### src/icache_pkg.sv
package icache_pkg;

    // address and data widths
    localparam int ADDR_W     = 32;
    localparam int WORD_W     = 32;
    localparam int LINE_WORDS = 4;
    localparam int OFFSET_W   = 4;
    localparam int INDEX_W    = 8;
    localparam int TAG_W      = ADDR_W - INDEX_W - OFFSET_W;
    localparam int BEAT_W     = 2;

    // one cache line, word 0 in the low bits
    typedef logic [LINE_WORDS*WORD_W-1:0] line_t;

    typedef struct packed {
        logic [TAG_W-1:0]    tag;
        logic [INDEX_W-1:0]  index;
        logic [OFFSET_W-1:0] offset;
    } addr_fields_t;

    // flat word for the memory port, fields for the arrays
    typedef union packed {
        logic [ADDR_W-1:0] word;
        addr_fields_t      f;
    } addr_t;

    // read burst types on the memory port
    localparam logic [2:0] RD_TYPE_WORD = 3'd2;
    localparam logic [2:0] RD_TYPE_LINE = 3'd4;

    typedef enum logic [1:0] {
        IDLE   = 2'd0,
        LOOKUP = 2'd1,
        MISS   = 2'd2,
        REFILL = 2'd3
    } ctrl_state_t;

endpackage

### src/icache_ifs.sv


// refill line assembly between controller and fill buffer
interface line_fill_if;
    logic              fill_start;
    icache_pkg::line_t line;
    logic              line_done;

    modport ctrl (
        output fill_start,
        input  line, line_done
    );

    modport fill (
        input  fill_start,
        output line, line_done
    );
endinterface

### src/icache_line_fill.sv
`timescale 1ns/1ps

module icache_line_fill (
    input logic                          clk,
    input logic                          resetn,
    input logic                          ret_valid,
    input logic                          ret_last,
    input logic [icache_pkg::WORD_W-1:0] ret_data,
    line_fill_if.fill                    lf
);

    logic [icache_pkg::BEAT_W-1:0] beat;
    logic                          active;
    logic                          done_q;
    icache_pkg::line_t             line_buf;
    logic                          take_beat;

    // uncached single beats arrive while inactive and are ignored
    assign take_beat = active && ret_valid;

    always_ff @(posedge clk) begin
        if (!resetn) begin
            active <= 1'b0;
            beat   <= '0;
            done_q <= 1'b0;
        end else begin
            done_q <= 1'b0;
            if (lf.fill_start) begin
                active <= 1'b1;
                beat   <= '0;
            end else if (take_beat) begin
                beat <= beat + 1'b1;
                if (ret_last) begin
                    active <= 1'b0;
                    done_q <= 1'b1;
                end
            end
        end
    end

    // each beat lands in its word slot
    always_ff @(posedge clk) begin
        if (take_beat) begin
            line_buf[beat*icache_pkg::WORD_W +: icache_pkg::WORD_W] <= ret_data;
        end
    end

    assign lf.line      = line_buf;
    assign lf.line_done = done_q;

    // burst length agrees with the line size
    a_last_on_fourth: assert property (@(posedge clk) disable iff (!resetn)
        take_beat |-> (ret_last == (beat == icache_pkg::BEAT_W'(icache_pkg::LINE_WORDS - 1))));

endmodule

### src/flat_wrapper.sv
// flat-port wrapper written by rule: the top's interface ports become plain ports
module icache_line_fill_flat 
  (clk, resetn, ret_valid, ret_last, ret_data, lf_fill_start, lf_line, lf_line_done);
  line_fill_if lf_i ();
  input logic clk;
  input logic resetn;
  input logic ret_valid;
  input logic ret_last;
  input logic [icache_pkg::WORD_W-1:0] ret_data;
  input wire logic [$bits(lf_i.fill_start)-1:0] lf_fill_start;
  output wire logic [$bits(lf_i.line)-1:0] lf_line;
  output wire logic [$bits(lf_i.line_done)-1:0] lf_line_done;
  assign lf_i.fill_start = lf_fill_start;
  assign lf_line = lf_i.line;
  assign lf_line_done = lf_i.line_done;
  icache_line_fill u_core (.clk(clk), .resetn(resetn), .ret_valid(ret_valid), .ret_last(ret_last), .ret_data(ret_data), .lf(lf_i));
endmodule
### config.mk
export PLATFORM = sky130hd
export DESIGN_NAME = icache_line_fill_flat
export DESIGN_NICKNAME = d
export VERILOG_FILES = /design/src/icache_pkg.sv /design/src/icache_ifs.sv /design/src/icache_line_fill.sv /design/src/flat_wrapper.sv
export SDC_FILE = /design/constraint.sdc
export NUM_CORES = 1
export LEC_CHECK = 0
export BUFFER_PORTS_ARGS = -buffer_cell sky130_fd_sc_hd__buf_2
export CAP_MARGIN = 5
export CORE_MARGIN = 1
export CORE_UTILIZATION = 45
export DETAILED_ROUTE_END_ITERATION = 8
export PLACE_DENSITY = 0.72
export SLEW_MARGIN = 20
export SYNTH_ARGS = -nofsm -noshare
export SYNTH_HDL_FRONTEND = slang
export SYNTH_SLANG_ARGS = --single-unit
### constraint.sdc
create_clock -name clk -period 2.25 [get_ports clk]
set_clock_uncertainty 0.15 [all_clocks]
set_input_delay 0.45 -clock clk [delete_from_list [all_inputs] [get_ports clk]]
set_output_delay 0.45 -clock clk [all_outputs]
set_load 0.05 [all_outputs]
# Word-level counts from Yosys, hierarchy flattened
# Index checks and enable logic that the tools add are counted.
[totals] ff_bits=132 latchBits=0 ram_bits=0 romBits=0 input_bits=37 output_inout_bits=129 word_cells=21 memories=0
[classes] n_addsub=2 mul=0 div_mod_pow=0 order_cmp=0 eq_ne=0 n_shift=2 n_mux=5 bitwise=2 reduce_logical=6
[op_table] op="$bwmux 128" count=1
[op_table] op="$shift 32x34->128 const A" count=1
[op_table] op="$shiftx 32x34->128" count=1
[op_table] op="$neg 7->34" count=1
[op_table] op="$mux 1" count=4
[op_table] op="$reduce_bool 2->1" count=2
[op_table] op="$reduce_or 3->1" count=1
[op_table] op="$add 2x1->2 const B" count=1
[op_table] op="$not 1->1" count=2
[op_table] op="$reduce_and 2->1" count=1
[op_table] op="$reduce_or 2->1" count=1
[op_table] op="$logic_and 1x1->1" count=1

# Depth between registers and ports, before layout
# Gate-level depths: netlist of run 1.
[logic_depth] depth_word=3 ltp_mapped=7 depth_no_buf=4

# Worst setup path before layout of run 1
# No wires, ideal clock.
[synth_path] path_kind="register -> register" start="reg u_core.beat[0] (netlist name)" end="reg u_core.line_buf[0], in the netlist u_core.lf.line[0], enable pin" setup_time_ps=392 t_arrival_ps=1792 required_ps=1708 slack_ps=-84 path_stages_with_launch=5 n_path_buf=1 synth_period_minus_slack_ps=2334 cell_sequence="dfxtp_1 > buf_4 > inv_1 > ha_1 > and3_1"
[synth_lines] element="end signal: indexed assignment" line="icache_line_fill.sv:44" text="line_buf[beat*icache_pkg::WORD_W +: icache_pkg::WORD_W] <= ret_data;"
[synth_lines] element="end: declaration" line="icache_line_fill.sv:15" text="icache_pkg::line_t line_buf;"

# Worst setup path after layout of run 1
[layout_path] start="reg u_core.beat[1] in the netlist's numbering" end="reg u_core.line_buf[13], in the netlist u_core.lf.line[13], data pin"
[layout_between] elab_chain_cells=3 word_cells_on_any_way=4 cone_classes="add/sub: 1; shift: 2; mux: 1"
[layout_lines] element="start: declaration" line="icache_line_fill.sv:12" text="logic [icache_pkg::BEAT_W-1:0] beat;"
[layout_lines] element="start signal: assignment" line="icache_line_fill.sv:32" text="beat <= beat + 1'b1;"
[layout_lines] element="$neg 7->34 (*)" line="icache_line_fill.sv:44"
[layout_lines] element="$shiftx 32x34->128 / $shift 32x34->128 (equally long branches)" line="icache_line_fill.sv:44"
[layout_lines] element="$bwmux 128 (*)" line="icache_line_fill.sv:44"
# Every way passes the cells marked *; elsewhere a longest branch is shown, timed or not.
# A chain may end at the register's enable or synchronous reset.

==> results.cfg, run 1 <==
[route]
wire_per_inst_um = 16.7
drc = 0
drt_iter0_drc = 115
dr.pass1.iters = 4
avgViaCountPerCell = 4.76
ant_nets = 0
via_count = 3065
wirelength_mm = 10.8

[worst_setup_path]
path_class = flip-flop to flip-flop
end_kind = flip-flop
cp_max_fo = 32
path_cells = inv_1 -> ha_1 -> and4bb_2 -> and2_1
rrSetupSlack_ns = 0.15
cp_slowest_stage_delay_ns = 0.72
critPathSlowestCell = and4bb_2
cp.arrival_ns = 2.21
worstPathRequired_ns = 2.36
worstSetupStartpointType = flip-flop
reg2reg_depth = 4

[power]
p_int_w = 0.00440
power_switching_w = 0.00112
p_total_w = 0.00552
p_clk_frac = 0.458
p_comb_frac = 0.049
powerDensity_mw_per_mm2 = 829
power.leakage_nw = 2.32
ir_drop_v = 0.000484
switching_share = 0.203
p_seq_frac = 0.494

[finish]
area_delta_synth_final_pct = 31.0
num_antenna_cells = 0
drive_gt1_frac = 0.429
stdcell_count = 644
nNetsFinal = 533

[yosys]
synth-seq-area-share = 0.773
ys_types = 26
synth_top_area_share = 0.757
synthCells = 308
yosys_register_bits = 132
avgSynthCellArea_sq_um = 16.5
syn_area_sq_mm = 0.00508
synth_area_leaders = edfxtp_1 76%, and2_1 14%, dfxtp_1 1.6%
syn_nets = 350
yosys.area.top_type = edfxtp_1
yosysWarnings = 0

[clocking]
clock_sinks = 132
hold_buffers = 0
cts-buffers-inserted = 17
post_cts_buffers = 0
clock_latency_ns = 0.40
cts_tree = built
htree_levels = 4
cts.path.max_buffers = 2
cts-resized-gates = 0
cts_root_buf = clkbuf_16
path_clk_slew_ns = 0.06

[die]
fp.dieW_um = 108
io_pins = 166
die_area_sq_mm = 0.0117
die_h_um = 108
rows = 38
start_util = 0.464
core_sq_mm = 0.0109

[sta]
timing.fmax_mhz = 476
slew_violations = 0
setup_viol = 0
relSlewSlack = 0.614
fin_crit_sh = 0.933
hold_viol = 0
setup_tns_ns = 0
fin_crit_ns = 2.10
worstMarginPinSlew_ns = 0.579
rsz0062_at_grt = no

[global_routing]
grt_pass1_vias = 3086
antenna_found_initial = 1
grt_max_degree = 33
grt_use_total = 0.194
grt_pass1_wl_mm = 16.0
grt-ovfl-total = 0

[flow_run]
maxCapViolCount = 0

[place]
dpl.hpwl_mm = 7.25
gp_congestion = 0.762
port_buffers = 165
post-place-cells = 612

[min_path]
hold-path-cell-count = 2
hold_path.class = input pin to flip-flop

[status]
run_status = finished clean
## through the flow
| step | hold slack [ns] | area (sq um) | util | setup WS (ns) |
|---|---|---|---|---|
| 3_5_place_dp | 0.412 | 6100 | 0.558 | 0.143 |
| 5_1_grt | 0.0990 | 6650 | 0.608 | 0.0122 |
| 6_report | 0.115 | 6650 | 0.608 | 0.150 |
| 2_1_floorplan | 0.418 | 5080 | - | 0.148 |
| 4_1_cts | 0.0990 | 6650 | 0.608 | 0.105 |
| 3_3_place_gp | 0.387 | 6100 | 0.558 | 0.232 |
## placed cells by master, fill, tap and decap left out, types with 3 or more instances in the layout
master,instances
buf_2,165
edfxtp_1,128
and2_1,113
clkbuf_16,17
nor2_1,15
buf_4,10
clkbuf_1,7
or3b_2,5
ha_1,5
and3_2,4
dfxtp_1,4
inv_1,3
clkinv_2,3
clkbuf_8,3
## path summary, 6_finish.rpt
kind / startpoint / to
setup / recovery: u_core.beat[1] / u_core.lf.line[13]
hold / removal: resetn / u_core.active
setup reg to reg: u_core.beat[1] / u_core.lf.line[13]
hold reg to reg: u_core.active / u_core.lf.line_done
## kinds of logic after synthesis
logic type | count (synthesis) | synth area share
buffers and inverters | 16 | 0.0207
AOI/OAI and AO/OA | 6 | 0.00887
and+or+nand+nor | 149 | 0.185
adders and majority gates | 5 | 0.0123
DFF | 132 | 0.773
## routing by layer
layer / global-route usage / vias up / wire length [um]
met5: 0 / - / 13
met4: 0.0910 / 2 / 159
met3: 0.0681 / 18 / 742
met2: 0.323 / 127 / 5460
met1: 0.225 / 1473 / 4400
li1: - / 1445 / -
## power groups by stage
stage	Clock, W	Sequential [W]	Combinational, W
floorplan	0	0.00287	0.0000768
global route	0.00267	0.00272	0.000289
finish	0.00252	0.00272	0.000269
detailed placement	0	0.00277	0.000272
global placement	0	0.00277	0.000263
CTS	0.00256	0.00272	0.000273
## Yosys cell counts
cell type  number
dfxtp_1         4
nand3_1         1
inv_1           3
a21oi_1         2
nand3b_1        1
nor2_1         15
a21boi_0        1
and2_1        113
nand2b_1        2
clkbuf_1        4
buf_4           1
o21a_1          1
buf_6           5
nor4b_4         1
or3b_2          5
or2b_1          1
and4bb_2        1
and3b_1         1
ha_1            5
and3_1          4
nor3_1          1
a21bo_2         2
buf_2           3
edfxtp_1      128
nor3b_4         1
nand2_1         2
## flip-flops by register name, summed over array words and instances (netlist names)
name and flops:
u_core.lf.line 128, u_core.beat 2, u_core.lf.line_done 1, u_core.active 1
## critical path: cells and delay by family (launching register included)
| family | cells | cell delay, ns |
|---|---|---|
| adder cells (fa/ha/maj) | 1 | 0.39 |
| buffers and inverters | 1 | 0.10 |
| flip-flops | 1 | 0.37 |
| AND/OR/NAND/NOR | 2 | 0.94 |
## cell type report
| class | count | area [sq um] |
|---|---|---|
| clock buffers | 27 | 493 |
| clock inverters | 5 | 52.6 |
| fillers | 877 | 4290 |
| inverters | 3 | 11.3 |
| multi-input cells | 160 | 1050 |
| flip-flops and latches | 132 | 3920 |
| well taps | 140 | 175 |
| repair buffers | 177 | 941 |
(Power assumes the default switching activity.)
==> run 2, diff against run 1 <==
- clock period: 2.25 -> 1.8 ns (I/O delays scaled with it)
==> results.cfg, run 2 (synthesized netlist as in run 1, its figures left out) <==
[finish]
fillers = 839
final_cell_mix = 165 x buf_2, 128 x edfxtp_1, 113 x and2_1
stdcell_count = 653
nNetsFinal = 543
largest_reg_flops = 128
num_antenna_cells = 0
drive_gt1_frac = 0.452
utilization = 0.623
multiInputGateArea_sq_mm = 0.00107
seqCellArea_sq_mm = 0.00393
final_common_cell = buf_2
area_delta_synth_final_pct = 34.2

[sta]
rsz0062_at_grt = yes
worstMarginPinSlew_ns = 0.355
fin_ws_ns = 0.0506
setup_tns_ns = 0
hold_viol = 0
fin_crit_sh = 0.972
timing.fmax_mhz = 572
slew_violations = 0
setup_viol = 0
relSlewSlack = 0.763
fin_crit_ns = 1.75

[worst_setup_path]
path_class = flip-flop to flip-flop
end_kind = flip-flop
cp.arrival_ns = 1.76
cp_max_fo = 7
worstSetupStartpointType = flip-flop
worstPathRequired_ns = 1.81

[power]
ir_drop_v = 0.000532
powerDensity_mw_per_mm2 = 1020
power.leakage_nw = 2.39

[die]
start_util = 0.464
die_area_sq_mm = 0.0117
die_h_um = 108
io_pins = 166
core_sq_mm = 0.0109
rows = 38
fp.dieW_um = 108

[route]
dr.pass1.iters = 5
drc = 0
wire_per_inst_um = 16.8
avgViaCountPerCell = 4.81
via_count = 3139
wirelength_mm = 11.0
drt_iter0_drc = 159
ant_nets = 0

[global_routing]
grt_use_total = 0.201
grt_pass1_vias = 3212
grt_max_degree = 33
grt-ovfl-total = 0
antenna_found_initial = 0
grt_pass1_wl_mm = 16.8

[place]
dp_slack_ns = -0.0619
gp_congestion = 0.765
dpl.hpwl_mm = 7.29
post-place-cells = 620
port_buffers = 165

[clocking]
clock_latency_ns = 0.40
cts-buffers-inserted = 17
cts_root_buf = clkbuf_16
cts.path.max_buffers = 2
cts_tree = built
hold_buffers = 0
clock_sinks = 132
htree_levels = 4
path_clk_slew_ns = 0.06

[flow_run]
maxCapViolCount = 0

[status]
run_status = finished clean

[min_path]
hold_path.class = input pin to flip-flop
## run 2: changes by cell type in the layout (fill, tap and decap cells not counted), moves of 2 or more
cell and change:
buf_12 +4, buf_4 +2, buf_6 +4, clkbuf_1 -4, clkbuf_8 -3, clkinv_1 +2, clkinv_4 +2, dfxtp_1 -2
dfxtp_2 +2, inv_1 -2, inv_2 +2
## run 2: per-layer routing
| metal | vias up | wire (um) | GRT usage |
|---|---|---|---|
| li1 | 1475 | - | - |
| met1 | 1516 | 4620 | 0.250 |
| met2 | 137 | 5560 | 0.328 |
| met3 | 11 | 669 | 0.0530 |
| met4 | 0 | 119 | 0.0930 |
| met5 | - | 0 | 0 |
## run 2: timing repair
action                                  CTS  global route
setup buffers                             1             0
gates resized for setup                   5             4
pin swaps                                 0             0
gates cloned                              1             0
endpoints found under the setup margin   70            33
## run 2: final cells by class
| type | instances | area share |
|---|---|---|
| Sequential cell | 132 | 0.576 |
| Timing Repair Buffer | 187 | 0.159 |
| Multi-Input combinational cell | 160 | 0.157 |
| Clock buffer | 20 | 0.0641 |
| Tap cell | 140 | 0.0257 |
| Clock inverter | 11 | 0.0165 |
| Inverter | 3 | 0.00165 |
## run 2: power by group
part / switching [W] / internal, W / leakage, nW
Combinational: 0.000238 / 0.000111 / 1.10
Clock: 0.00119 / 0.00201 / 0.268
Sequential: 0.0000142 / 0.00339 / 1.03
## run 2: through the flow
step | hold WS [ns] | total power [W] | area (sq um)
after global placement | 0.433 | 0.00380 | 6230
final | 0.0457 | 0.00696 | 6810
after CTS | 0.0274 | 0.00702 | 6800
after floorplan | 0.328 | 0.00369 | 5100
after detailed placement | 0.453 | 0.00381 | 6230
after global routing | 0.0383 | 0.00720 | 6810
## run 2: worst paths after layout
kind	slack, ns	cells past startpoint	endpoint	start
max	0.05	7	u_core.lf.line[67]	u_core.beat[1]
min	0.05	3	u_core.lf.line_done	ret_last
min reg2reg	0.51	3	u_core.lf.line_done	u_core.active
max reg2reg	0.05	7	u_core.lf.line[67]	u_core.beat[1]
## run 2: worst max-delay path: stages, from the launching register on
cell	delay (ns)
dfxtp_2	0.34
inv_2	0.06
ha_4	0.24
buf_6	0.13
nor4b_4	0.12
buf_4	0.16
buf_4	0.15
and2_1	0.15
==> run 3, diff against run 2 <==
- MAX_ROUTING_LAYER: default -> met4
==> results.cfg, run 3 (synthesized netlist as in run 1, its figures left out) <==
[route]
wirelength_mm = 11.0
avgViaCountPerCell = 4.79
dr.pass1.iters = 5
routed-wl-met2_mm = 5.54
via_count = 3130
top_layer = met4
ant_nets = 0
met3WireLength_um = 713
wire_per_inst_um = 16.8
drt_iter0_drc = 166
drc = 0
wl_met1_mm = 4.60

[clocking]
cts.path.max_buffers = 2
cts_tree = built
htree_levels = 4
hold_buffers = 0
clock_sinks = 132
cts_root_buf = clkbuf_16
path_clk_slew_ns = 0.06
cts-buffers-inserted = 17
clock_latency_ns = 0.40

[power]
power.leakage_nw = 2.39
switching_share = 0.208
p_seq_frac = 0.489
p_comb_frac = 0.050
power_switching_w = 0.00145
p_int_w = 0.00551
p_clk_frac = 0.461
powerDensity_mw_per_mm2 = 1020
ir_drop_v = 0.000532

[min_path]
min_from = ret_last
hold-path-cell-count = 3
hold_path_end = u_core.lf.line_done
hold_path.class = input pin to flip-flop

[sta]
slew_violations = 0
timing.fmax_mhz = 573
fin_ws_ns = 0.0550
fin_hold_ws_ns = 0.0416
fin_crit_sh = 0.969
hold_viol = 0
relSlewSlack = 0.763
setup_viol = 0
rsz0062_at_grt = yes
worstMarginPinSlew_ns = 0.355
fin_crit_ns = 1.74

[worst_setup_path]
critPathMostFrequentCell = buf_4
end_kind = flip-flop
cp_slowest_stage_delay_ns = 0.34
r2r_start = u_core.beat[1]
cp.arrival_ns = 1.75
rrSetupSlack_ns = 0.06
cp_max_fo = 7
path_class = flip-flop to flip-flop
critPathSlowestCell = dfxtp_2
path_cells = inv_2 -> ha_4 -> buf_6 -> nor4b_4 -> buf_4 -> buf_4 -> and2_1
worstPathRequired_ns = 1.81
worstSetupStartpointType = flip-flop
critical_path.reg2reg.endpoint = u_core.lf.line[67]
reg2reg_depth = 7

[die]
start_util = 0.464
rows = 38
core_sq_mm = 0.0109
die_area_sq_mm = 0.0117
fp.dieW_um = 108
die_h_um = 108
io_pins = 166

[global_routing]
grt_max_degree = 33
grt_pass1_wl_mm = 16.8
grt_use_total = 0.207
grt-ovfl-total = 0
grt_pass1_vias = 3215
antenna_found_initial = 0

[place]
gp_congestion = 0.775
dp_slack_ns = -0.0619
dpl.hpwl_mm = 7.29
port_buffers = 165

[finish]
nNetsFinal = 543
final_cell_mix = 165 x buf_2, 128 x edfxtp_1, 113 x and2_1
utilization = 0.623
final_common_cell = buf_2
largest_reg_flops = 128
area_delta_synth_final_pct = 34.2
num_antenna_cells = 0
drive_gt1_frac = 0.452

[flow_run]
maxCapViolCount = 0

[status]
run_status = finished clean
==> run 3: cell counts in the layout (fill, tap and decap cells not counted) <==
Identical to the previous run, type by type.
==> run 3: critical path, delay by kind of cell (launching register included) <==
kind | cells | cell delay [ns]
adders and majority gates | 1 | 0.24
DFF | 1 | 0.34
and+or+nand+nor | 2 | 0.27
buffers and inverters | 4 | 0.50
==> run 3: cell type report <==
type,instances,area [sq um]
inverters,3,11.3
flip-flops and latches,132,3930
fillers,839,4120
well taps,140,175
multi-input cells,160,1070
clock buffers,20,437
repair buffers,187,1080
clock inverters,11,113
==> run 3: worst max-delay path by stage <==
stage | from | endpoint | depth (start not counted)
6_report | u_core.beat[1] | u_core.lf.line[67] | 7
3_3_place_gp | u_core.beat[1] | u_core.lf.line[26] | 4
5_1_grt | u_core.beat[1] | u_core.lf.line[67] | 7
4_1_cts | u_core.beat[1] | u_core.lf.line[84] | 7
3_5_place_dp | u_core.beat[1] | u_core.lf.line[0] | 4
2_1_floorplan | u_core.beat[0] | u_core.lf.line[0] | 4
==> run 3: repair_timing <==
item | in CTS | in global routing
endpoints found under the hold margin | 0 | 0
cloned | 1 | 0
endpoints found under the setup margin | 70 | 33
gates resized for setup | 5 | 4
buffers inserted | 1 | 0
==> run 3: layer usage <==
layer | track usage | up-vias
li1 | - | 1475
met1 | 0.250 | 1506
met2 | 0.328 | 137
met3 | 0.0506 | 12
met4 | 0.0930 | 0
met5 | - | -
==> run 3: power by group through the flow <==
stage / sequential (W) / clock (W) / combinational [W]
final: 0.00340 / 0.00321 / 0.000348
after global routing: 0.00340 / 0.00341 / 0.000376
after global placement: 0.00346 / 0 / 0.000339
after floorplan: 0.00359 / 0 / 0.0000983
after detailed placement: 0.00346 / 0 / 0.000348
after CTS: 0.00340 / 0.00326 / 0.000352
==> run 3: per-stage QoR <==
stage          power (W)  instances  TNS, ns  cell area (sq um)
2_1_floorplan    0.00369        308   -0.771               5100
3_3_place_gp     0.00380        620        0               6230
3_5_place_dp     0.00381        620    -1.58               6230
4_1_cts          0.00702        653  -0.0311               6800
5_1_grt          0.00719        653  -0.0161               6810
6_report         0.00696        653        0               6810
