[src/icache_pkg.sv]
package icache_pkg;

    // address and data widths
    localparam int ADDR_W     = 32;
    localparam int WORD_W     = 32;
    localparam int LINE_WORDS = 4;
    localparam int OFFSET_W   = 4;
    localparam int INDEX_W    = 8;
    localparam int TAG_W      = ADDR_W - INDEX_W - OFFSET_W;
    localparam int BEAT_W     = 2;

    // one cache line, word 0 in the low bits
    typedef logic [LINE_WORDS*WORD_W-1:0] line_t;

    typedef struct packed {
        logic [TAG_W-1:0]    tag;
        logic [INDEX_W-1:0]  index;
        logic [OFFSET_W-1:0] offset;
    } addr_fields_t;

    // flat word for the memory port, fields for the arrays
    typedef union packed {
        logic [ADDR_W-1:0] word;
        addr_fields_t      f;
    } addr_t;

    // read burst types on the memory port
    localparam logic [2:0] RD_TYPE_WORD = 3'd2;
    localparam logic [2:0] RD_TYPE_LINE = 3'd4;

    typedef enum logic [1:0] {
        IDLE   = 2'd0,
        LOOKUP = 2'd1,
        MISS   = 2'd2,
        REFILL = 2'd3
    } ctrl_state_t;

endpackage

[src/icache_ifs.sv]
`timescale 1ns/1ps

// tag lookup and tag update between controller and tag store
interface tag_lookup_if #(
    parameter int NUM_WAYS = 2
);
    localparam int WAY_W = $clog2(NUM_WAYS);

    logic                           lookup_en;
    logic [icache_pkg::INDEX_W-1:0] lookup_index;
    logic [icache_pkg::TAG_W-1:0]   lookup_tag;
    logic                           fill_en;
    logic [WAY_W-1:0]               fill_way;
    logic                           hit;
    logic [WAY_W-1:0]               hit_way;

    modport ctrl (
        output lookup_en, lookup_index, lookup_tag, fill_en, fill_way,
        input  hit, hit_way
    );

    modport store (
        input  lookup_en, lookup_index, lookup_tag, fill_en, fill_way,
        output hit, hit_way
    );
endinterface

// refill line assembly between controller and fill buffer
interface line_fill_if;
    logic              fill_start;
    icache_pkg::line_t line;
    logic              line_done;

    modport ctrl (
        output fill_start,
        input  line, line_done
    );

    modport fill (
        input  fill_start,
        output line, line_done
    );
endinterface

[src/icache_ctrl.sv]
`timescale 1ns/1ps

module icache_ctrl #(
    parameter int NUM_WAYS = 2
) (
    input  logic                           clk,
    input  logic                           resetn,
    input  logic                           valid,
    input  logic                           uncached,
    input  logic [icache_pkg::ADDR_W-1:0]  addr,
    output logic                           addr_ok,
    output logic                           data_ok,
    output logic [icache_pkg::WORD_W-1:0]  rdata,
    output logic                           rd_req,
    output logic [2:0]                     rd_type,
    output logic [icache_pkg::ADDR_W-1:0]  rd_addr,
    input  logic                           rd_rdy,
    input  logic                           ret_valid,
    input  logic                           ret_last,
    input  logic [icache_pkg::WORD_W-1:0]  ret_data,
    input  logic [icache_pkg::WORD_W-1:0]  sel_word,
    output logic [icache_pkg::INDEX_W-1:0] rd_index,
    output logic [icache_pkg::BEAT_W-1:0]  word_off,
    output logic                           wr_line_en,
    output logic [$clog2(NUM_WAYS)-1:0]    wr_way,
    tag_lookup_if.ctrl                     tl,
    line_fill_if.ctrl                      lf
);

    localparam int WAY_W = $clog2(NUM_WAYS);

    icache_pkg::ctrl_state_t state;
    icache_pkg::addr_t       in_addr;
    icache_pkg::addr_t       req;
    logic                    req_uncached;
    logic [WAY_W-1:0]        victim;

    logic                           accept;
    logic                           lookup_hit;
    logic                           refill_done;
    logic                           word_done;
    logic [icache_pkg::INDEX_W-1:0] cur_index;
    logic [1:0]                     outstanding;

    assign in_addr = addr;

    // a cached hit frees the lookup stage for the next request
    assign lookup_hit = (state == icache_pkg::LOOKUP) && tl.hit && !req_uncached;
    assign addr_ok    = (state == icache_pkg::IDLE) || lookup_hit;
    assign accept     = valid && addr_ok;

    assign refill_done = (state == icache_pkg::REFILL) && !req_uncached && lf.line_done;
    assign word_done   = (state == icache_pkg::REFILL) && req_uncached && ret_valid && ret_last;

    // arrays see the incoming index on acceptance, the held one otherwise
    assign cur_index       = accept ? in_addr.f.index : req.f.index;
    assign rd_index        = cur_index;
    assign word_off        = req.f.offset[icache_pkg::OFFSET_W-1:2];
    assign tl.lookup_en    = accept;
    assign tl.lookup_index = cur_index;
    assign tl.lookup_tag   = accept ? in_addr.f.tag : req.f.tag;

    // victim way gets both tag and line
    assign tl.fill_en  = refill_done;
    assign tl.fill_way = victim;
    assign wr_line_en  = refill_done;
    assign wr_way      = victim;

    assign rd_req        = (state == icache_pkg::MISS);
    assign rd_type       = req_uncached ? icache_pkg::RD_TYPE_WORD : icache_pkg::RD_TYPE_LINE;
    assign rd_addr       = req_uncached ? req.word
                                        : {req.f.tag, req.f.index, {icache_pkg::OFFSET_W{1'b0}}};
    assign lf.fill_start = rd_req && rd_rdy && !req_uncached;

    assign data_ok = lookup_hit || refill_done || word_done;

    always_comb begin
        if (req_uncached) begin
            rdata = ret_data;
        end else if (state == icache_pkg::LOOKUP) begin
            rdata = sel_word;
        end else begin
            rdata = lf.line[word_off*icache_pkg::WORD_W +: icache_pkg::WORD_W];
        end
    end

    always_ff @(posedge clk) begin
        if (accept) begin
            req <= in_addr;
        end
    end

    always_ff @(posedge clk) begin
        if (!resetn) begin
            state        <= icache_pkg::IDLE;
            req_uncached <= 1'b0;
            victim       <= '0;
            outstanding  <= '0;
        end else begin
            if (accept) begin
                req_uncached <= uncached;
            end
            if (refill_done) begin
                victim <= (victim == WAY_W'(NUM_WAYS - 1)) ? '0 : victim + 1'b1;
            end
            // answers still owed to the fetch side
            outstanding <= outstanding + 2'(accept) - 2'(data_ok);
            case (state)
                icache_pkg::IDLE: begin
                    if (accept) begin
                        state <= icache_pkg::LOOKUP;
                    end
                end
                icache_pkg::LOOKUP: begin
                    if (!lookup_hit) begin
                        state <= icache_pkg::MISS;
                    end else if (!accept) begin
                        state <= icache_pkg::IDLE;
                    end
                end
                icache_pkg::MISS: begin
                    if (rd_rdy) begin
                        state <= icache_pkg::REFILL;
                    end
                end
                default: begin
                    if (refill_done || word_done) begin
                        state <= icache_pkg::IDLE;
                    end
                end
            endcase
        end
    end

    a_rd_req_held: assert property (@(posedge clk) disable iff (!resetn)
        rd_req && !rd_rdy |=> rd_req && $stable(rd_addr) && $stable(rd_type));

    // every answer belongs to an accepted request
    a_data_ok_source: assert property (@(posedge clk) disable iff (!resetn)
        data_ok |-> (outstanding != 2'd0));

endmodule

[src/flat_wrapper.sv]
// flat-port wrapper written by rule: the top's interface ports become plain ports
module icache_ctrl_flat 
#(
    parameter int NUM_WAYS = 2
)
  (clk, resetn, valid, uncached, addr, addr_ok, data_ok, rdata, rd_req, rd_type, rd_addr, rd_rdy, ret_valid, ret_last, ret_data, sel_word, rd_index, word_off, wr_line_en, wr_way, tl_lookup_en, tl_lookup_index, tl_lookup_tag, tl_fill_en, tl_fill_way, tl_hit, tl_hit_way, lf_fill_start, lf_line, lf_line_done);
  tag_lookup_if #(.NUM_WAYS(NUM_WAYS)) tl_i ();
  line_fill_if lf_i ();
  input  logic clk;
  input  logic resetn;
  input  logic valid;
  input  logic uncached;
  input  logic [icache_pkg::ADDR_W-1:0] addr;
  output logic addr_ok;
  output logic data_ok;
  output logic [icache_pkg::WORD_W-1:0] rdata;
  output logic rd_req;
  output logic [2:0] rd_type;
  output logic [icache_pkg::ADDR_W-1:0] rd_addr;
  input  logic rd_rdy;
  input  logic ret_valid;
  input  logic ret_last;
  input  logic [icache_pkg::WORD_W-1:0] ret_data;
  input  logic [icache_pkg::WORD_W-1:0] sel_word;
  output logic [icache_pkg::INDEX_W-1:0] rd_index;
  output logic [icache_pkg::BEAT_W-1:0] word_off;
  output logic wr_line_en;
  output logic [$clog2(NUM_WAYS)-1:0] wr_way;
  output wire logic [$bits(tl_i.lookup_en)-1:0] tl_lookup_en;
  output wire logic [$bits(tl_i.lookup_index)-1:0] tl_lookup_index;
  output wire logic [$bits(tl_i.lookup_tag)-1:0] tl_lookup_tag;
  output wire logic [$bits(tl_i.fill_en)-1:0] tl_fill_en;
  output wire logic [$bits(tl_i.fill_way)-1:0] tl_fill_way;
  input wire logic [$bits(tl_i.hit)-1:0] tl_hit;
  input wire logic [$bits(tl_i.hit_way)-1:0] tl_hit_way;
  output wire logic [$bits(lf_i.fill_start)-1:0] lf_fill_start;
  input wire logic [$bits(lf_i.line)-1:0] lf_line;
  input wire logic [$bits(lf_i.line_done)-1:0] lf_line_done;
  assign tl_lookup_en = tl_i.lookup_en;
  assign tl_lookup_index = tl_i.lookup_index;
  assign tl_lookup_tag = tl_i.lookup_tag;
  assign tl_fill_en = tl_i.fill_en;
  assign tl_fill_way = tl_i.fill_way;
  assign tl_i.hit = tl_hit;
  assign tl_i.hit_way = tl_hit_way;
  assign lf_fill_start = lf_i.fill_start;
  assign lf_i.line = lf_line;
  assign lf_i.line_done = lf_line_done;
  icache_ctrl #(.NUM_WAYS(NUM_WAYS)) u_core (.clk(clk), .resetn(resetn), .valid(valid), .uncached(uncached), .addr(addr), .addr_ok(addr_ok), .data_ok(data_ok), .rdata(rdata), .rd_req(rd_req), .rd_type(rd_type), .rd_addr(rd_addr), .rd_rdy(rd_rdy), .ret_valid(ret_valid), .ret_last(ret_last), .ret_data(ret_data), .sel_word(sel_word), .rd_index(rd_index), .word_off(word_off), .wr_line_en(wr_line_en), .wr_way(wr_way), .tl(tl_i), .lf(lf_i));
endmodule
[config.mk]
export PLATFORM = sky130hd
export DESIGN_NAME = icache_ctrl_flat
export DESIGN_NICKNAME = d
export VERILOG_FILES = /design/src/icache_pkg.sv /design/src/icache_ifs.sv /design/src/icache_ctrl.sv /design/src/flat_wrapper.sv
export SDC_FILE = /design/constraint.sdc
export NUM_CORES = 1
export LEC_CHECK = 0
export BUFFER_PORTS_ARGS = -buffer_cell sky130_fd_sc_hd__clkbuf_2
export CORE_AREA = 2 2 134 136
export CTS_CLUSTER_DIAMETER = 120
export DETAILED_ROUTE_END_ITERATION = 16
export DIE_AREA = 0 0 136 138
export HOLD_SLACK_MARGIN = 0.05
export PLACE_DENSITY = 0.52
export SLEW_MARGIN = 20
export SYNTH_ARGS = -nofsm -noshare
export SYNTH_HDL_FRONTEND = slang
export SYNTH_SLANG_ARGS = --single-unit
[constraint.sdc]
create_clock -name clk -period 3.3 [get_ports clk]
set_clock_uncertainty 0.2 [all_clocks]
set_input_delay 0.495 -clock clk [delete_from_list [all_inputs] [get_ports clk]]
set_output_delay 0.495 -clock clk [all_outputs]
set_load 0.1 [all_outputs]
* After elaboration in Yosys (flattened, before gate mapping)
Index checks and enable logic that the tools add are counted.
** Cells by class
- Add/subtract/negate cells :: 1
- Equality and inequality tests :: 6
- Shift operators :: 1
- Muxes and demuxes :: 13
- Reduce and logical (&&, ||, !) cells :: 18
** Operators with widths (number)
- indexed part select 128 x 8 -> 32 bit :: 1
- two-way mux 32 bit :: 2
- two-way mux 20 bit :: 1
- logical AND 1 bit :: 10
- two-way mux 2 bit :: 5
- two-way mux 8 bit :: 1
- one-hot mux 2 bit (3 select lines) :: 1
- equality test 2 bit (second input constant) :: 2
- logical OR 1 bit :: 4
- two-way mux 4 bit :: 1
- AND reduction 4 bit :: 1
- nonzero test 4 bit :: 1
- two-way mux 3 bit :: 1
- inequality test 3 bit (second input constant) :: 1
- equality test 2 x 1 -> 1 bit (second input constant) :: 1
- logical NOT 2 bit :: 1
- inequality test 2 x 1 -> 1 bit (second input constant) :: 1
- inequality test 2 bit (second input constant) :: 1
- adder 1 bit (second input constant) :: 1
- logical NOT 1 bit :: 1
- two-way mux 1 bit :: 1
** Word-level totals
- Bits in registers :: 36
- Bits of input ports :: 234
- Output and inout port bits :: 114
- Logic and storage cells :: 43

* Longest topological paths before layout
Gate-level depths: netlist of the first run.
- Depth in word-level cells :: 8
- Gate-level depth with buffers :: 8
- Mapped depth without buffers :: 6

* Worst setup path before layout of the first run
Ideal clock, no wire load.
- Path kind :: reg2out
- Start point :: reg u_core.state[1]
- End point :: out rdata[10] (netlist bit)
- Data arrival time :: 3.410 ns
- Required time :: 2.605 ns
- Slack :: -0.805 ns
- Stages on the path, launching flop included :: 7
- Buffers on the path :: 2
- Cell sequence :: dfxtp_1 -> inv_1 -> ha_1 -> buf_2 -> buf_1 -> mux2i_1 -> o21ai_0
** Between the ends
- Longest elaborated chain between the ends :: 3
** Ends and longest elaborated chain
- start: declaration :: RTL line icache_ctrl.sv:32 : icache_pkg::ctrl_state_t state;
- start signal: assignment :: RTL line icache_ctrl.sv:95 : state <= icache_pkg::IDLE;
- start signal: assignment :: RTL line icache_ctrl.sv:111 : state <= icache_pkg::LOOKUP;
- start signal: assignment :: RTL line icache_ctrl.sv:116 : state <= icache_pkg::MISS;
- equality test 2 x 1 -> 1 bit :: RTL line icache_ctrl.sv:80 : end else if (state == icache_pkg::LOOKUP) begin
- two-way mux 32 bit :: RTL line icache_ctrl.sv:80
- two-way mux 32 bit :: RTL line icache_ctrl.sv:78 : if (req_uncached) begin
- end: declaration :: RTL line flat_wrapper.sv:16 : output logic [icache_pkg::WORD_W-1:0] rdata;
No other way between the ends.

* Final worst setup path of the first run
- Start point :: reg u_core.state[1]
- End point :: out rd_index[4] (netlist bit)
** Between the ends
- Longest elaborated chain between the ends :: 6
- Elaborated cells on any way between the ends :: 7
- Those cells by class :: 1 x eq/ne; 1 x mux; 5 x reduce/logical
** Ends and longest elaborated chain
- equality test 2 x 1 -> 1 bit :: RTL line icache_ctrl.sv:48 : assign lookup_hit = (state == icache_pkg::LOOKUP) && tl.hit && !req_uncached;
- logical AND 1 bit (2 in series) :: RTL line icache_ctrl.sv:48
- logical OR 1 bit (*) :: RTL line icache_ctrl.sv:49 : assign addr_ok = (state == icache_pkg::IDLE) || lookup_hit;
- logical AND 1 bit (*) :: RTL line icache_ctrl.sv:50 : assign accept = valid && addr_ok;
- two-way mux 8 bit (*) :: RTL line icache_ctrl.sv:56 : assign cur_index = accept ? in_addr.f.index : req.f.index;
- end: declaration :: RTL line flat_wrapper.sv:25 : output logic [icache_pkg::INDEX_W-1:0] rd_index;
Mark *: on every way between the ends. The rest lies on a longest branch, timed or not.

==> results of run 1 <==
critical path: stages (launching register included):
cell and delay, ns:
dfxtp_1 0.38, inv_1 0.10, ha_2 0.18, and3b_1 0.22, o21ai_2 0.13, buf_4 0.39, mux2_2 0.45, buf_12 0.18
cell families after synthesis:
group                      Yosys count
muxes                               94
other                                1
xor gates and xnor gates             1
AOI/OAI and AO/OA                   37
buffers and inverters               70
adders and majority gates            4
and+or+nand+nor                     51
DFF                                 36
power by group:
part	internal, mW	switching, mW	total (mW)
sequential	0.622	0.0529	0.675
combinational	1.91	4.09	6.00
clock	0.278	0.189	0.467
state kept, by name, summed over array words and instances (netlist names):
register / cells
u_core.req: 32
u_core.state: 2
u_core.req_uncached: 1
u_core.tl.fill_way: 1
stage by stage:
step | setup WS (ns) | instances | utilization (%) | area [um2] | TNS [ns]
floorplan | -0.05615 | 294 | - | 3476 | -0.05615
global placement | 0.5740 | 809 | 35.34 | 6196 | 0
detailed placement | 0.5702 | 809 | 35.34 | 6196 | 0
CTS | 0.2457 | 817 | 36.16 | 6340 | 0
global route | 0.1233 | 820 | 36.20 | 6347 | 0
finish | 0.2655 | 820 | 36.20 | 6347 | 0
layer usage:
layer,GRT usage [%],routed length [um],vias up
li1,-,-,1661
met1,15.20,4926,1625
met2,23.49,6934,177
met3,3.887,1247,10
met4,4.331,214,0
met5,0,0,-
area by class of cell:
cell class,count,share of cell area (%)
repair buffers,351,44.83
multi-input cells,188,31.52
inverters,5,0.2957
well taps,229,4.514
clock inverters,3,0.2957
diodes,3,0.1183
clock buffers,5,1.971
flip-flops and latches,36,16.46
final timing paths:
kind                         from               to  slack (ns)  cells after the start
setup / recovery  u_core.state[1]      rd_index[4]        0.27                      7
hold / removal            addr[0]    u_core.req[0]        0.19                      1
hold reg to reg   u_core.state[1]  u_core.state[1]        0.34                      2
setup reg to reg  u_core.state[1]    u_core.req[3]        0.91                      7
layout by cell type (no fill, tap or decap), drive strengths merged, types with 4 or more instances in the layout:
master	n
edfxtp	32
mux4	32
buf	75
clkbuf	281
mux2i	34
inv	5
nand2	34
and2	5
dfxtp	4
o21ai	34
ha	4
mux2	28
==> summary.md, run 1 <==
| Metric | Value |
|---|---|
| Status | `finished, final reports clean` |
| Reg area | `1045 um2` |
| Pleak | `between 2 and 3 nW` |
| Critical path class | `reg -> out` |
| Largest net degree at the start of global routing | `75` |
| Yosys warns | `0` |
| First-pass GRT wire length | `between 15,000 and 20,000 um` |
| DR vias/cell | `between 4 and 5` |
| Site Rows | `49` |
| Area occupied by multi-input gates | `2001 um2` |
| Max VDD drop | `between 0.6 and 0.7 mV` |
| Fillers | `1,787` |
| Yosys reg bits | `36` |
| Largest fanout on the critical path | `30` |
| Clock Latency Late Sink | `around 0.28 ns` |
| PortBufs | `345` |
| Layout cells sized above 1 | `77.21%` |
| DRC | `0` |
| Post-synthesis cell count | `294` |
| Final setup vio count | `0` |
| Clk slew on worst S/H paths | `0.06 ns` |
| Largest family of logic cells by synthesized area | `multiplexers` |
| Top-level I/O count | `348` |
| 1st-iter DRT viols | `between 100 and 150` |
| Asr flop ratio synth | `0%` |
| Synth Area in Compound Gates | `under 10%` |
| Number of enable flip-flop cells after synthesis | `32` |
| H-tree Lvls | `2` |
| Layout Nets | `825` |
| WP data arrival | `approximately 2.3 ns` |
| Post-DRT Antenna Nets | `0` |
| Initial antenna violation count | `3` |
| Setup crit start kind | `flip-flop` |
| Register area share after synthesis | `a little under a third` |
| GRT Resource Usage Total | `a little over an eighth` |
| Worst setup EP type | `primary output` |
| Synth Area in Adders | `about 1.5%` |
| Worst hold margin | `~0.19 ns` |
| Die width | `136 um` |
| RD Place Congestion | `between 0.7 and 0.8` |
| Post-CTS Hold Buffers | `0` |
| Worst EP required | `2.60 ns` |
| Peak Freq | `329.5 MHz` |
| Overflow left after global routing | `0` |
| Die area | `between 15,000 and 20,000 um2` |
| Yosys top cell by area | `edfxtp_1` |
| Min-Delay Path Class | `in -> reg` |
| RSZ-0062 raised after global routing | `no` |
| MaxCap Viol Count | `0` |
| Vias in the first global route | `about 3,500` |
| Vias | `around 3,500` |
| Syn Nets | `~530` |
| Wire per inst | `~16 um` |
| Syn Area/Cell | `11.47 um2` |
| Crit path time final | `just over 3 ns` |
| Synth area leaders | `edfxtp_1 (29%), mux4_2 (21%), mux2i_1 (10%)` |
| Final WL | `13,320 um` |
| Die height | `138 um` |
| Area Growth Syn to Fin | `88.31%` |
| PwrDens | `about 1100 nW/um2` |
| Commonest register cell after synthesis | `edfxtp_1` |
| Period utilisation layout | `between 90% and 100%` |
| Final HPWL DP | `11,480 um` |
| Starting Density | `between 10% and 20%` |
| TritonRoute pass-1 iters | `4` |
| CTS root buf | `clkbuf_16` |
| Worst Tran Pin Value | `about 0.59 ns` |
| Core ar. | `about 18,000 um2` |
| Top cells by count, synth | `buf_4 (45), mux2i_1 (34), nand2_1 (34), o21ai_0 (33)` |
| Sink Count | `36` |
| Post-synth cell types | `32` |
| Post-Synth XOR/XNOR Area | `less than 1%` |
| Relative slew slack | `60.90%` |
| CTS resizes | `0` |
| CTS Buf Count | `5` |
| Count leader, synth | `buf_4` |
| Area share of the largest cell type after synthesis | `between 20% and 30%` |
| Simple-gate share of the synthesized area | `7.535%` |
| Final Hold Viols | `0` |
| Fraction of synthesized area in multiplexers | `between 40% and 50%` |
| Total power | `roughly 7.1 mW` |
| Max Slew Vio Count | `0` |
| Clock buffer depth | `2` |
| Synthesized area | `between 3000 and 4000 um2` |
| CTS tree | `done` |
| Setup bufs post-CTS | `0` |
Power figures use the tool's default switching activity.
==> run 2, diff against run 1 <==
GPL_TIMING_DRIVEN = 0   (was default)
==> summary.md, run 2 (synthesis results as in run 1) <==
| Metric | Value |
|---|---|
| Worst Tran Pin Value | `~0.75 ns` |
| Overflow left after global routing | `0` |
| Peak Freq | `approximately 320 MHz` |
| Total negative slack | `0 ns` |
| Top-level I/O count | `between 300 and 400` |
| Reg2reg start | `u_core.state[1]` |
| Worst setup path start | `u_core.state[1]` |
| Clk slew on worst S/H paths | `roughly 0.060 ns` |
| Dpl cell area | `between 5000 and 6000 um2` |
| H-tree Lvls | `2` |
| Max VDD drop | `0.5987 mV` |
| Die area | `18,770 um2` |
| Setup crit start kind | `flip-flop` |
| Relative slew slack | `around half` |
| Final Hold Viols | `0` |
| RD Place Congestion | `0.8341` |
| WP data arrival | `2.47 ns` |
| Cell Int Power | `approximately 2.1 mW` |
| Final instance area | `between 5000 and 6000 um2` |
| Site Rows | `a little under 50` |
| Final HPWL DP | `about 12,000 um` |
| Initial antenna violation count | `1` |
| Largest net degree at the start of global routing | `34` |
| Number of flip-flops in the largest register | `32` |
| Sink Count | `36` |
| RSZ-0062 raised after global routing | `no` |
| Met1 Wirelength | `about 5400 um` |
| Reg area | `1042 um2` |
| Area occupied by multi-input gates | `2007 um2` |
| Final setup vio count | `0` |
| Largest fanout on the critical path | `10` |
| Starting Density | `between 10% and 20%` |
| DR vias/cell | `4.188` |
| 1st-iter DRT viols | `104` |
| Layout Nets | `between 800 and 900` |
| NetSw | `roughly 4.2 mW` |
| Vias in the first global route | `between 3,000 and 4,000` |
| Most common cell after layout, fill and taps aside | `clkbuf_2` |
| Die width | `about 140 um` |
| Area Growth Syn to Fin | `72.23%` |
| CTS Buf Count | `5` |
| CTS tree | `done` |
| Vias | `between 3,000 and 4,000` |
| Max Slew Vio Count | `0` |
| Logic pwr share | `81.6%` |
| Biggest regs | `u_core.req (32), u_core.state (2)` |
| Layout cells sized above 1 | `around 80%` |
| Pleak | `2.860 nW` |
| FF-to-FF setup slack | `about 1.0 ns` |
| Fin util | `33.11%` |
| Min-Delay Path Class | `in -> reg` |
| TritonRoute pass-1 iters | `4` |
| Die height | `about 140 um` |
| First-pass GRT wire length | `roughly 21,000 um` |
| Wire per inst | `around 17 um` |
| Clk network pwr share | `~8%` |
| Biggest register | `u_core.req` |
| Core ar. | `between 15,000 and 20,000 um2` |
| Status | `finished, final reports clean` |
| WL met3 | `1131 um` |
| Worst EP required | `2.60 ns` |
| CTS root buf | `clkbuf_16` |
| Flop pwr share | `about a tenth` |
| Post-CTS Hold Buffers | `0` |
| PwrDens | `about 1100 nW/um2` |
| Most frequent cells in the layout | `clkbuf_2 (323), buf_4 (54), mux2i_1 (34), nand2_1 (34)` |
| Crit path time final | `between 3 and 4 ns` |
| DRC | `0` |
| Clock buffer depth | `2` |
| Period utilisation layout | `95.99%` |
| Post-DRT Antenna Nets | `0` |
| Worst setup EP type | `primary output` |
| Clock Latency Late Sink | `about 0.27 ns` |
| GRT Resource Usage Total | `between 10 and 15%` |
| Fillers | `1,850` |
| Sw Ratio | `~67%` |
| MaxCap Viol Count | `0` |
| PortBufs | `around 350` |
| Routed wl met2 | `7738 um` |
| Critical path class | `reg -> out` |
| Uppermost routed layer | `met4` |
| Beginning of the worst hold path | `addr[2]` |
| Final WL | `around 15,000 um` |
[run 2: changes by cell type in the layout (fill, tap and decap cells not counted), sizes merged]
cell,delta
buf,-10
clkinv,-3
clkbuf,+74
clkinvlp,+1
diode,-2
[run 2: critical path, cell delays in order (launching register included)]
cell and delay (ns):
dfxtp_2 0.35, inv_1 0.07, ha_1 0.17, buf_4 0.18, and3b_2 0.24, o21ai_4 0.17
buf_12 0.14, buf_8 0.14, mux2_2 0.35, clkbuf_2 0.37
[run 2: layout make-up]
class | instances | share of cell area (%)
timing repair buffer | 348 | 31.72
tap | 229 | 4.935
clock inverter | 1 | 0.1293
sequential | 36 | 17.95
multi-input combinational | 188 | 34.57
clock buffer | 7 | 2.457
buffer | 65 | 7.823
inverter | 5 | 0.3664
antenna | 1 | 0.04310
[run 2: per-stage QoR]
stage / std cells / power [mW] / setup WS [ns] / hold WS, ns
6_report: 880 / 6.292 / 0.1325 / 0.1871
5_1_grt: 880 / 6.519 / 0.01352 / 0.1861
4_1_cts: 876 / 6.276 / 0.002391 / 0.1784
3_5_place_dp: 868 / 5.701 / -0.06328 / 0.3251
3_3_place_gp: 868 / 5.703 / -0.5229 / 0.3254
2_1_floorplan: 294 / 4.919 / -0.05615 / 0.2850
[run 2: final timing paths]
path,endpoint,depth (start not counted)
min reg2reg,u_core.state[1],2
max reg2reg,u_core.req[31],8
min,u_core.req[2],1
max,rd_index[7],9
[run 2: power by group through the flow]
stage / registers [mW] / logic, mW / clock network [mW]
after floorplan: 0.670 / 4.25 / 0
after global placement: 0.683 / 5.02 / 0
after detailed placement: 0.679 / 5.02 / 0
after CTS: 0.670 / 5.10 / 0.509
after global routing: 0.684 / 5.31 / 0.527
final: 0.670 / 5.13 / 0.489
[run 2: metal layers]
metal	vias up	track usage, %
met5	-	0
met4	0	3.838
met3	14	2.897
met2	188	27.43
met1	1706	15.95
li1	1777	-
[run 2: repair_timing]
| action | CTS | global route |
|---|---|---|
| pin swaps | 0 | 2 |
| gates resized for setup | 30 | 26 |
| setup endpoints to repair | 44 | 53 |
| gates cloned | 0 | 1 |
| setup buffers | 0 | 2 |
==> run 3, diff against run 2 <==
CAP_MARGIN = 20   (was default)
REMOVE_ABC_BUFFERS = 1   (was default)
==> summary.md, run 3 (synthesis results as in run 1) <==
| Metric | Value |
|---|---|
| Period utilisation layout | `roughly 96%` |
| Biggest regs | `u_core.req (32), u_core.state (2)` |
| Die area | `between 15,000 and 20,000 um2` |
| Top-level I/O count | `around 350` |
| DRC | `0` |
| Max VDD drop | `just under 0.8 mV` |
| GRT Resource Usage Total | `approximately an eighth` |
| Max Slew Vio Count | `0` |
| Final HPWL DP | `~11,000 um` |
| Die height | `between 100 and 150 um` |
| CTS Buf Count | `5` |
| Clk slew on worst S/H paths | `0.06 ns` |
| Vias | `roughly 3,500` |
| Worst setup EP type | `primary output` |
| Layout cells sized above 1 | `between 70% and 80%` |
| Antenna cells | `0` |
| Vias in the first global route | `roughly 3,500` |
| Fin util | `slightly above 30%` |
| Largest fanout on the critical path | `23` |
| Layout Nets | `about 830` |
| Worst Tran Pin Value | `0.5670 ns` |
| Slowest stage delay, CP | `0.39 ns` |
| Bufs and invs on worst path | `3` |
| CP max-delay cell | `dfxtp_1` |
| MaxCap Viol Count | `0` |
| WP data arrival | `around 2.5 ns` |
| Setup crit start kind | `flip-flop` |
| Worst EP required | `about 2.6 ns` |
| CTS root buf | `clkbuf_16` |
| Area Growth Syn to Fin | `60.10%` |
| Total power | `roughly 6 mW` |
| Most frequent cells in the layout | `clkbuf_2 (310), mux2i_1 (34), nand2_1 (34), o21ai_0 (33)` |
| Total negative slack | `0 ns` |
| First-pass GRT wire length | `between 15,000 and 20,000 um` |
| Final WL | `roughly 13,000 um` |
| 1st-iter DRT viols | `approximately 140` |
| Final setup vio count | `0` |
| Post-CTS Hold Buffers | `0` |
| Fillers | `between 1,500 and 2,000` |
| Worst hold margin | `approximately 0.19 ns` |
| Final Hold Viols | `0` |
| Clock Latency Late Sink | `0.28 ns` |
| RD Place Congestion | `around 0.8` |
| Starting Density | `roughly a fifth` |
| Post-DRT Antenna Nets | `0` |
| Min-Delay Path Class | `in -> reg` |
| Crit path time final | `roughly 3.2 ns` |
| Wire per inst | `~16 um` |
| DR vias/cell | `4.275` |
| Area occupied by multi-input gates | `1913 um2` |
| Relative slew slack | `between 60% and 70%` |
| Status | `finished, final reports clean` |
| Sink Count | `36` |
| Clock buffer depth | `2` |
| Reg area | `roughly 1000 um2` |
| Core ar. | `about 18,000 um2` |
| CP top delay family | `buffers and inverters` |
| Critical path class | `reg -> out` |
| CTS tree | `done` |
| PwrDens | `1116 nW/um2` |
| Site Rows | `slightly below 50` |
| H-tree Lvls | `2` |
| Largest net degree at the start of global routing | `40` |
| Overflow left after global routing | `0` |
| Peak Freq | `roughly 320 MHz` |
| Most common cell after layout, fill and taps aside | `clkbuf_2` |
| Initial antenna violation count | `1` |
| PortBufs | `about 350` |
| CP cell instances | `inv_1 > ha_4 > and3b_1 > o21ai_4 > buf_16 > mux2_2 > clkbuf_4` |
| Die width | `around 140 um` |
| Pleak | `about 2.6 nW` |
| TritonRoute pass-1 iters | `6` |
| Number of flip-flops in the largest register | `32` |
| Biggest register | `u_core.req` |
[run 3: worst paths after layout]
path	startpoint	endpoint	slack, ns	cells past startpoint
worst max-delay path	u_core.state[1]	tl_lookup_tag[3]	0.13	7
worst min-delay path	addr[1]	u_core.req[1]	0.19	1
worst max register to register	u_core.state[1]	u_core.req[19]	1.06	6
worst min register to register	u_core.state[1]	u_core.state[1]	0.35	2
[run 3: what timing repair did]
action / 4_1_cts / 5_1_grt
pin swaps: 0 / 1
hold endpoints to repair: 0 / 0
setup endpoints to repair: 41 / 31
setup buffers: 2 / 3
gates resized for setup: 31 / 11
[run 3: worst reg2reg max path, delay by kind of cell (launching register included)]
family	cells	cell delay, ns
compound gates	1	0.13
fa+ha+maj	1	0.31
buf+inv	3	0.61
flops	1	0.34
simple gates	1	0.31
[run 3: cell type report]
| type | count | area share (%) |
|---|---|---|
| clock buffers | 8 | 2.898 |
| repair buffers | 357 | 36.54 |
| multi-input cells | 188 | 35.45 |
| inverters | 5 | 0.4405 |
| flip-flops and latches | 36 | 19.36 |
| well taps | 229 | 5.310 |
[run 3: power breakdown]
group | internal [mW] | leakage, nW | switching [mW]
Sequential | 0.622 | 0.340 | 0.0847
Combinational | 0.984 | 2.18 | 3.83
Clock | 0.322 | 0.0772 | 0.180
Total | 1.93 | 2.60 | 4.09
[run 3: per-layer routing]
metal  routed length (um)  track usage [%]  vias to the layer above
li1                     -                -                     1656
met4                  204            3.618                        2
met2                 6552            23.70                      221
met5                   13                0                        -
met1                 4870            14.60                     1625
met3                 1349            3.337                       14
[run 3: through the flow]
stage	area, um2	instances	setup slack [ns]
after global routing	5396	823	-0.001665
after global placement	4962	803	-4.016
final	5396	823	0.1292
after detailed placement	5102	810	-0.1782
after floorplan	2949	229	-2.524
after CTS	5371	820	0.009526
